**src/source/lmem_params.svh**
```systemverilog
// Local memory size parameters
`ifndef LMEM_PARAMS_SVH
`define LMEM_PARAMS_SVH

// Word width in bits
`define LMEM_DATAW 32

// Byte lanes per word
`define LMEM_BYTES 4

// Bank depth in words and the matching word address width
`define LMEM_WORDS 64
`define LMEM_ADDRW 6

// Client tag width
`define LMEM_TAGW 4

// Request queue depth in entries
`define LMEM_QDEPTH 4

`endif

```
**src/source/lmem_pkg.sv**
```systemverilog
// Local memory types
`default_nettype none

`include "lmem_params.svh"

package lmem_pkg;

    typedef enum logic {
        LMEM_READ  = 1'b0,
        LMEM_WRITE = 1'b1
    } lmem_op_e;

    // One client request, 47 bits
    typedef struct packed {
        lmem_op_e                op;
        logic [`LMEM_ADDRW-1:0] addr;
        logic [`LMEM_BYTES-1:0] byteen;
        logic [`LMEM_DATAW-1:0] data;
        logic [`LMEM_TAGW-1:0]  tag;
    } lmem_req_t;

    // Read response, 36 bits
    typedef struct packed {
        logic [`LMEM_DATAW-1:0] data;
        logic [`LMEM_TAGW-1:0]  tag;
    } lmem_rsp_t;

endpackage

`default_nettype wire

```
**src/source/dp_ram.sv**
```systemverilog
// Dual-port RAM with byte write mask
`timescale 1ns/1ps
`default_nettype none

module dp_ram #(
    parameter int DATAW   = 1,
    parameter int SIZE    = 2,
    parameter int WRENW   = 1,
    parameter int OUT_REG = 0
) (
    input  wire logic                     clk,
    input  wire logic                     read,
    input  wire logic                     write,
    input  wire logic [WRENW-1:0]         wren,
    input  wire logic [$clog2(SIZE)-1:0]  waddr,
    input  wire logic [DATAW-1:0]         wdata,
    input  wire logic [$clog2(SIZE)-1:0]  raddr,
    output logic      [DATAW-1:0]         rdata
);

    // Width of one independently writable slice
    localparam int WSELW = DATAW / WRENW;

    logic [WRENW-1:0][WSELW-1:0] ram [SIZE];

    // Contents start at zero, reset never touches them
    initial begin
        for (int i = 0; i < SIZE; i++) begin
            ram[i] = '0;
        end
    end

    always @(posedge clk) begin
        if (write) begin
            for (int i = 0; i < WRENW; i++) begin
                if (wren[i]) begin
                    ram[waddr][i] <= wdata[i*WSELW +: WSELW];
                end
            end
        end
    end

    if (OUT_REG != 0) begin : g_out_reg
        logic [DATAW-1:0] rdata_r;

        // Output holds its value until the next read strobe
        always_ff @(posedge clk) begin
            if (read) begin
                rdata_r <= ram[raddr];
            end
        end

        assign rdata = rdata_r;
    end else begin : g_out_comb
        // Asynchronous read, the strobe has no effect here
        assign rdata = ram[raddr];
    end

endmodule

`default_nettype wire

```
**src/source/req_fifo.sv**
```systemverilog
// Request queue
`timescale 1ns/1ps
`default_nettype none

`include "lmem_params.svh"

module req_fifo #(
    parameter int DEPTH = `LMEM_QDEPTH
) (
    input  wire logic                clk,
    input  wire logic                rst,
    input  wire logic                push,
    input  wire lmem_pkg::lmem_req_t din,
    input  wire logic                pop,
    output lmem_pkg::lmem_req_t      head,
    output logic                     empty,
    output logic                     full
);

    localparam int PTRW = $clog2(DEPTH);
    localparam int REQW = $bits(lmem_pkg::lmem_req_t);

    logic [PTRW-1:0] wr_ptr;
    logic [PTRW-1:0] rd_ptr;
    logic [PTRW:0]   count;
    logic            do_push;
    logic            do_pop;

    // A push into a full queue is dropped, a pop from an empty one is ignored
    assign do_push = push && !full;
    assign do_pop  = pop && !empty;

    assign empty = (count == '0);
    assign full  = (count == DEPTH[PTRW:0]);

    always_ff @(posedge clk) begin
        if (rst) begin
            wr_ptr <= '0;
            rd_ptr <= '0;
            count  <= '0;
        end else begin
            if (do_push) begin
                wr_ptr <= wr_ptr + 1'b1;
            end
            if (do_pop) begin
                rd_ptr <= rd_ptr + 1'b1;
            end
            if (do_push && !do_pop) begin
                count <= count + 1'b1;
            end else if (do_pop && !do_push) begin
                count <= count - 1'b1;
            end
        end
    end

    // Head entry is visible combinationally at the read pointer
    dp_ram #(
        .DATAW   (REQW),
        .SIZE    (DEPTH),
        .WRENW   (1),
        .OUT_REG (0)
    ) u_store (
        .clk   (clk),
        .read  (do_pop),
        .write (do_push),
        .wren  (1'b1),
        .waddr (wr_ptr),
        .wdata (din),
        .raddr (rd_ptr),
        .rdata (head)
    );

endmodule

`default_nettype wire

```
**src/source/lmem_bank.sv**
```systemverilog
// Local memory bank
`timescale 1ns/1ps
`default_nettype none

`include "lmem_params.svh"

module lmem_bank (
    input  wire logic                clk,
    input  wire logic                rst,
    input  wire logic                hold,
    input  wire lmem_pkg::lmem_req_t head,
    input  wire logic                empty,
    output logic                     pop,
    output logic                     rsp_valid,
    output lmem_pkg::lmem_rsp_t      rsp
);

    logic                   wr_en;
    logic                   rd_en;
    logic                   rd_pend;
    logic [`LMEM_ADDRW-1:0] rd_addr;
    logic [`LMEM_TAGW-1:0]  rd_tag;
    logic [`LMEM_TAGW-1:0]  rsp_tag;
    logic [`LMEM_DATAW-1:0] rdata;

    assign pop   = !empty && !hold;
    assign wr_en = pop && (head.op == lmem_pkg::LMEM_WRITE);
    assign rd_en = pop && (head.op == lmem_pkg::LMEM_READ);

    // A popped read is staged for one cycle before the RAM read,
    // so a write popped right after it cannot disturb its data
    always_ff @(posedge clk) begin
        if (rst) begin
            rd_pend   <= 1'b0;
            rsp_valid <= 1'b0;
        end else begin
            rd_pend   <= rd_en;
            rsp_valid <= rd_pend;
        end
    end

    always_ff @(posedge clk) begin
        if (rd_en) begin
            rd_addr <= head.addr;
            rd_tag  <= head.tag;
        end
        if (rd_pend) begin
            rsp_tag <= rd_tag;
        end
    end

    dp_ram #(
        .DATAW   (`LMEM_DATAW),
        .SIZE    (`LMEM_WORDS),
        .WRENW   (`LMEM_BYTES),
        .OUT_REG (1)
    ) u_mem (
        .clk   (clk),
        .read  (rd_pend),
        .write (wr_en),
        .wren  (head.byteen),
        .waddr (head.addr),
        .wdata (head.data),
        .raddr (rd_addr),
        .rdata (rdata)
    );

    assign rsp.data = rdata;
    assign rsp.tag  = rsp_tag;

endmodule

`default_nettype wire

```
**src/source/lmem_top.sv**
```systemverilog
// Local memory unit top
`timescale 1ns/1ps
`default_nettype none

`include "lmem_params.svh"

module lmem_top (
    input  wire logic                clk,
    input  wire logic                rst,
    input  wire logic                req_push,
    input  wire lmem_pkg::lmem_req_t req,
    input  wire logic                hold,
    output logic                     full,
    output logic                     rsp_valid,
    output lmem_pkg::lmem_rsp_t      rsp
);

    lmem_pkg::lmem_req_t head;
    logic                empty;
    logic                pop;

    req_fifo #(
        .DEPTH (`LMEM_QDEPTH)
    ) u_queue (
        .clk   (clk),
        .rst   (rst),
        .push  (req_push),
        .din   (req),
        .pop   (pop),
        .head  (head),
        .empty (empty),
        .full  (full)
    );

    lmem_bank u_bank (
        .clk       (clk),
        .rst       (rst),
        .hold      (hold),
        .head      (head),
        .empty     (empty),
        .pop       (pop),
        .rsp_valid (rsp_valid),
        .rsp       (rsp)
    );

endmodule

`default_nettype wire

```
**config.mk**
```make
export PLATFORM = sky130hd
export DESIGN_NAME = lmem_top
export DESIGN_NICKNAME = d
export VERILOG_FILES = /design/src/source/lmem_pkg.sv /design/src/source/dp_ram.sv /design/src/source/req_fifo.sv /design/src/source/lmem_bank.sv /design/src/source/lmem_top.sv
export VERILOG_INCLUDE_DIRS = /design/src /design/src/source
export SDC_FILE = /design/constraint.sdc
export NUM_CORES = 2
export LEC_CHECK = 0
export BUFFER_PORTS_ARGS = -buffer_cell sky130_fd_sc_hd__buf_2
export CORE_ASPECT_RATIO = 1.75
export CORE_MARGIN = 2
export CORE_UTILIZATION = 50
export DETAILED_ROUTE_END_ITERATION = 10
export PLACE_DENSITY_LB_ADDON = 0.25
export SETUP_SLACK_MARGIN = 0.02
export SYNTH_ARGS = -nofsm -noshare
export SYNTH_HDL_FRONTEND = slang
export SYNTH_HIERARCHICAL = 1
export SYNTH_SLANG_ARGS = --single-unit
```
**constraint.sdc**
```tcl
create_clock -name clk -period 15.9 [get_ports clk]
set_clock_uncertainty 0.15 [all_clocks]
set_input_delay 3.18 -clock clk [delete_from_list [all_inputs] [get_ports clk]]
set_output_delay 3.18 -clock clk [all_outputs]
set_load 0.02 [all_outputs]
```
# == After elaboration in Yosys (flattened, before gate mapping) ==
# Memory sizes are Yosys's and may differ from the RTL's. A register that Yosys moved wholly into a read port is not among the register bits.
# Cells that the tools add are included.
# word_totals
ram_bits,2236
regBits,23
word_cells,48
output_inout_bits,38
memories,2
# op_classes
bitwise_logic,1
reduce_logical,14
eq_ne,1
mux,18
add_sub_neg,4
# memory_table
memory,depth,word_bits,read_ports,rd_ports_with_merged_regs,write_ports,line_no,source
u_bank.u_mem.ram,64,32,1,1,1,dp_ram.sv:24,logic [WRENW-1:0][WSELW-1:0] ram [SIZE];
u_queue.u_store.ram,4,47,1,1,1,dp_ram.sv:24,
# op_table
cell,count
2-to-1 mux 1 bit,14
logical AND 1 bit,7
2-to-1 mux 3 bit,2
logical NOT 1 bit,5
"adder 2 x 1 -> 2 bit, second input constant",2
2-to-1 mux 2 bit,2
"adder 3 x 1 -> 3 bit, second input constant",1
"equality test 3 bit, second input constant",1
logical NOT 3 bit,1
"subtractor 3 x 1 -> 3 bit, second input constant",1
nonzero test 2 bit,1
NOT 1 bit,1

# == Logic depth before layout (Yosys ltp) ==
# depth
ltp_word,7
ltp_mapped,10

# == Cells and area by module ==
# The synthesis kept the hierarchy.
# by_module_without_submodules
module,seq_area_each_um2,cells_each,instances,area_per_inst_um2
dp_ram (u_bank.u_mem),62459.9,3576,1,80091.8
dp_ram (u_queue.u_store),5645.4,249,1,6845.3
lmem_bank,460.4,21,1,495.5
req_fifo,140.1,37,1,362.8

# == Worst setup path before layout ==
# Ideal clock, no wire load.
# synth_path
path_type,input to register
startpoint,input req_push
endpoint,memory u_queue/u_store/ram[0][0] (netlist name) (enable)
n_path_buf,0
setup_slack_ns,7.273
t_required_ns,15.182
setup_time_ns,0.568
stages,2
arrival_time_ns,7.908
cell_sequence,nor2b_2 > nor4bb_1
# synth_via
elab_chain_cells,3
# synth_lines
element,line_no,source
"start, declared",lmem_top.sv:10,"input wire logic req_push,"
logical AND 1 bit,req_fifo.sv:30,assign do_push = push && !full;
2-to-1 mux 1 bit,dp_ram.sv:34,if (write) begin
2-to-1 mux 1 bit (not written as such),dp_ram.sv:37,ram[waddr][i] <= wdata[i*WSELW +: WSELW];
"end, declared",dp_ram.sv:24,
# Every way passes these cells.

# == Worst setup path in the final report ==
# layout_path
startpoint,input hold
endpoint,memory u_bank/u_mem/ram[48][23] (netlist name) (enable)
# layout_via
elab_chain_cells,5
# layout_lines
element,line_no,source
"start, declared",lmem_top.sv:12,"input wire logic hold,"
logical NOT 1 bit,lmem_bank.sv:26,assign pop = !empty && !hold;
logical AND 1 bit,lmem_bank.sv:26,
logical AND 1 bit,lmem_bank.sv:27,assign wr_en = pop && (head.op == lmem_pkg::LMEM_WRITE);
named net u_bank.wr_en,lmem_bank.sv:18,logic wr_en;
2-to-1 mux 1 bit,dp_ram.sv:34,
2-to-1 mux 1 bit (not written as such),dp_ram.sv:37,
"end, declared",dp_ram.sv:24,
# The timed path passes the listed nets, and every way through them passes these cells.

==> impl_metrics.toml <==
[drt]
avgRoutedWirePerCell_microns = 38.7
vias_per_cell = 6.60
wl_met2_mm = 126
routed_wl_mm = 249
dr_wl_met3_mm = 18.7
antenna_left = 0
drc_errors = 0
dr.first_iter.drc_count = 5250
highest_layer = "met5"
wirelength_met1_mm = 82.2
firstDrtPassIters = 8
route.vias.total = 42400

[global_routing]
grt_max_degree = 131
antenna_found_initial = 7
track_usage = 0.279
grt_pass1_vias = 42500
grt.overflow.total = 0
grt_pass1_wl_mm = 339

[critical_path]
cp-start-kind = "input pin"
critical_path_buf_inv_count = 1
cp_max_fo = 64
reg2reg_depth = 5
cpPeakStageDelay_ps = 910
crit_required_ps = 16190
r2r_slack_ps = 10610
arrival_ps = 6040
cp_cell_sequence = "buf_2 > nor3b_2 > nand2_4 > nor2_1"
rr_endpoint = "u_bank/u_mem/ram[57][29]"
critPathTopFamily = "simple AND/OR/NAND/NOR gates"
slowest_stage = "nor3b_2"
crit_type = "in -> reg"
reg2reg_from = "u_queue/rd_ptr[0]"
cp-end-kind = "register"
cp.depth = 4

[placed_design]
port_buffers = 88
gp_congestion = 0.896
dp.cells = 6063
dp_hpwl_mm = 157

[floorplanning]
die_y_microns = 558
core-area_sq_um = 174000
die_w_microns = 321
initial_utilization = 0.503
num_rows = 203
pin_count = 89
die-area_sq_um = 179000

[cts]
clk_pin_slew_ps = 60
ctsResizeCount = 0
clock-sinks = 2291
cts_tree = "done"
htree_num_levels = 4
ctsLongestPathBuffers = 4
clkLatencyLatePin_ps = 870
clockRootBuffer = "clkbuf_16"
cts_setup_buffers = 0
cts_hold_buf = 0
numCtsBuffers = 196

[outcome]
outcome = "complete, no violations"

[logic_synthesis]
syn_avg_cell_area_sq_um = 22.6
syn-instance-count = 3882
netlist_area_sq_um = 87800
yosys_warnings = 6

[timing]
slew_headroom = 0.0855
clock.fmax_mhz = 174
setup_viol = 0
rsz0062_at_grt = "false"
whs_ps = 269
fin_crit_ps = 5760
slew_viol_final = 0
fin_crit_sh = 0.362
finalHoldViolCount = 0
worst_pin_slew_ps = 1370
setup_tns_ps = 0

[cells_and_area]
area.growth.synth_to_final_pct = 10.6
drive_above_1_share = 0.260
utilization = 0.556
instances_no_fill = 6417
final_nets = 4059

[worst_hold_path]
hold_class = "reg -> reg"
hold_end = "u_bank/rsp_tag[3]"
min-delay-start = "u_bank/rd_tag[3]"
whs_path_depth = 0

[flow_run]
cap_violations = 0

[power]
power_leakage_nw = 29.6
power.density_nw_per_um2 = 148
power.total_mw = 14.4
peakVddDrop_uv = 114
[metrics by stage]
step	setup WS [ps]	instance area, sq um
6_report	10140	97100
4_1_cts	10230	97100
2_1_floorplan	7270	87800
3_3_place_gp	9470	90500
5_1_grt	10130	97100
3_5_place_dp	9340	90500
[per-layer routing]
layer / vias up / GRT usage
li1: 16600 / -
met3: 654 / 0.0466
met5: - / 0
met1: 22700 / 0.324
met4: 6 / 0.206
met2: 2430 / 0.468
[how the worst max path moves through the flow]
stage | startpoint | endpoint | slack [ps]
CTS | hold | u_bank/u_mem/ram[40][3] | 10230
finish | hold | u_bank/u_mem/ram[48][23] | 10140
global route | hold | u_bank/u_mem/ram[40][7] | 10130
global placement | hold | u_bank/u_mem/ram[18][11] | 9470
floorplan | req_push | u_queue/u_store/ram[0][0] | 7270
detailed placement | hold | u_bank/u_mem/ram[16][8] | 9340
[area by class of cell]
cell class,instances,area [sq um]
fill,12500,77400
sequential,2291,68700
multi-input combinational,1372,18100
clock buffer,221,5080
tap,2255,2820
clock inverter,119,1470
timing repair buffer,144,898
antenna,14,35.0
inverter,1,3.75
[registers in the layout (all words and copies together), names as in the netlist]
register,flops
u_bank/u_mem/rdata,32
u_bank/rsp_valid,1
u_bank/rd_pend,1
u_bank/rd_addr,6
u_bank/rd_tag,4
u_bank/u_mem/ram,2048
u_queue/u_store/ram,188
u_bank/rsp_tag,4
u_queue/rd_ptr,2
u_queue/count,3
u_queue/wr_ptr,2
[power breakdown]
part	switching (mW)	internal (mW)	leakage, nW
Combinational	1.59	0.640	5.83
Clock	2.11	2.82	3.17
Sequential	0.0540	7.16	20.6
Total	3.75	10.6	29.6
[placed cells by master, fill, tap and decap left out, types with 4 or more instances in the layout]
master,count
o22ai_1,43
a22oi_1,50
xor2_1,4
mux2i_1,80
clkinv_4,8
buf_4,53
mux4_2,558
nand2b_1,8
dfxtp_1,6
nand3_1,13
nand2_1,82
clkbuf_1,21
nand2_4,4
a31oi_1,4
conb_1,4
clkbuf_16,200
o221ai_1,15
buf_2,88
o21ai_0,8
a221oi_1,16
nor2_1,284
mux2_2,27
a221o_1,4
nor3_1,22
clkinvlp_4,12
inv_6,6
diode_2,14
bufinv_16,32
clkinv_2,26
o211ai_1,19
a21oi_1,32
mux4_4,32
nor2b_2,6
nor3b_1,6
a22o_1,11
edfxtp_1,2282
clkinv_1,33
(Power assumes the default switching activity.)
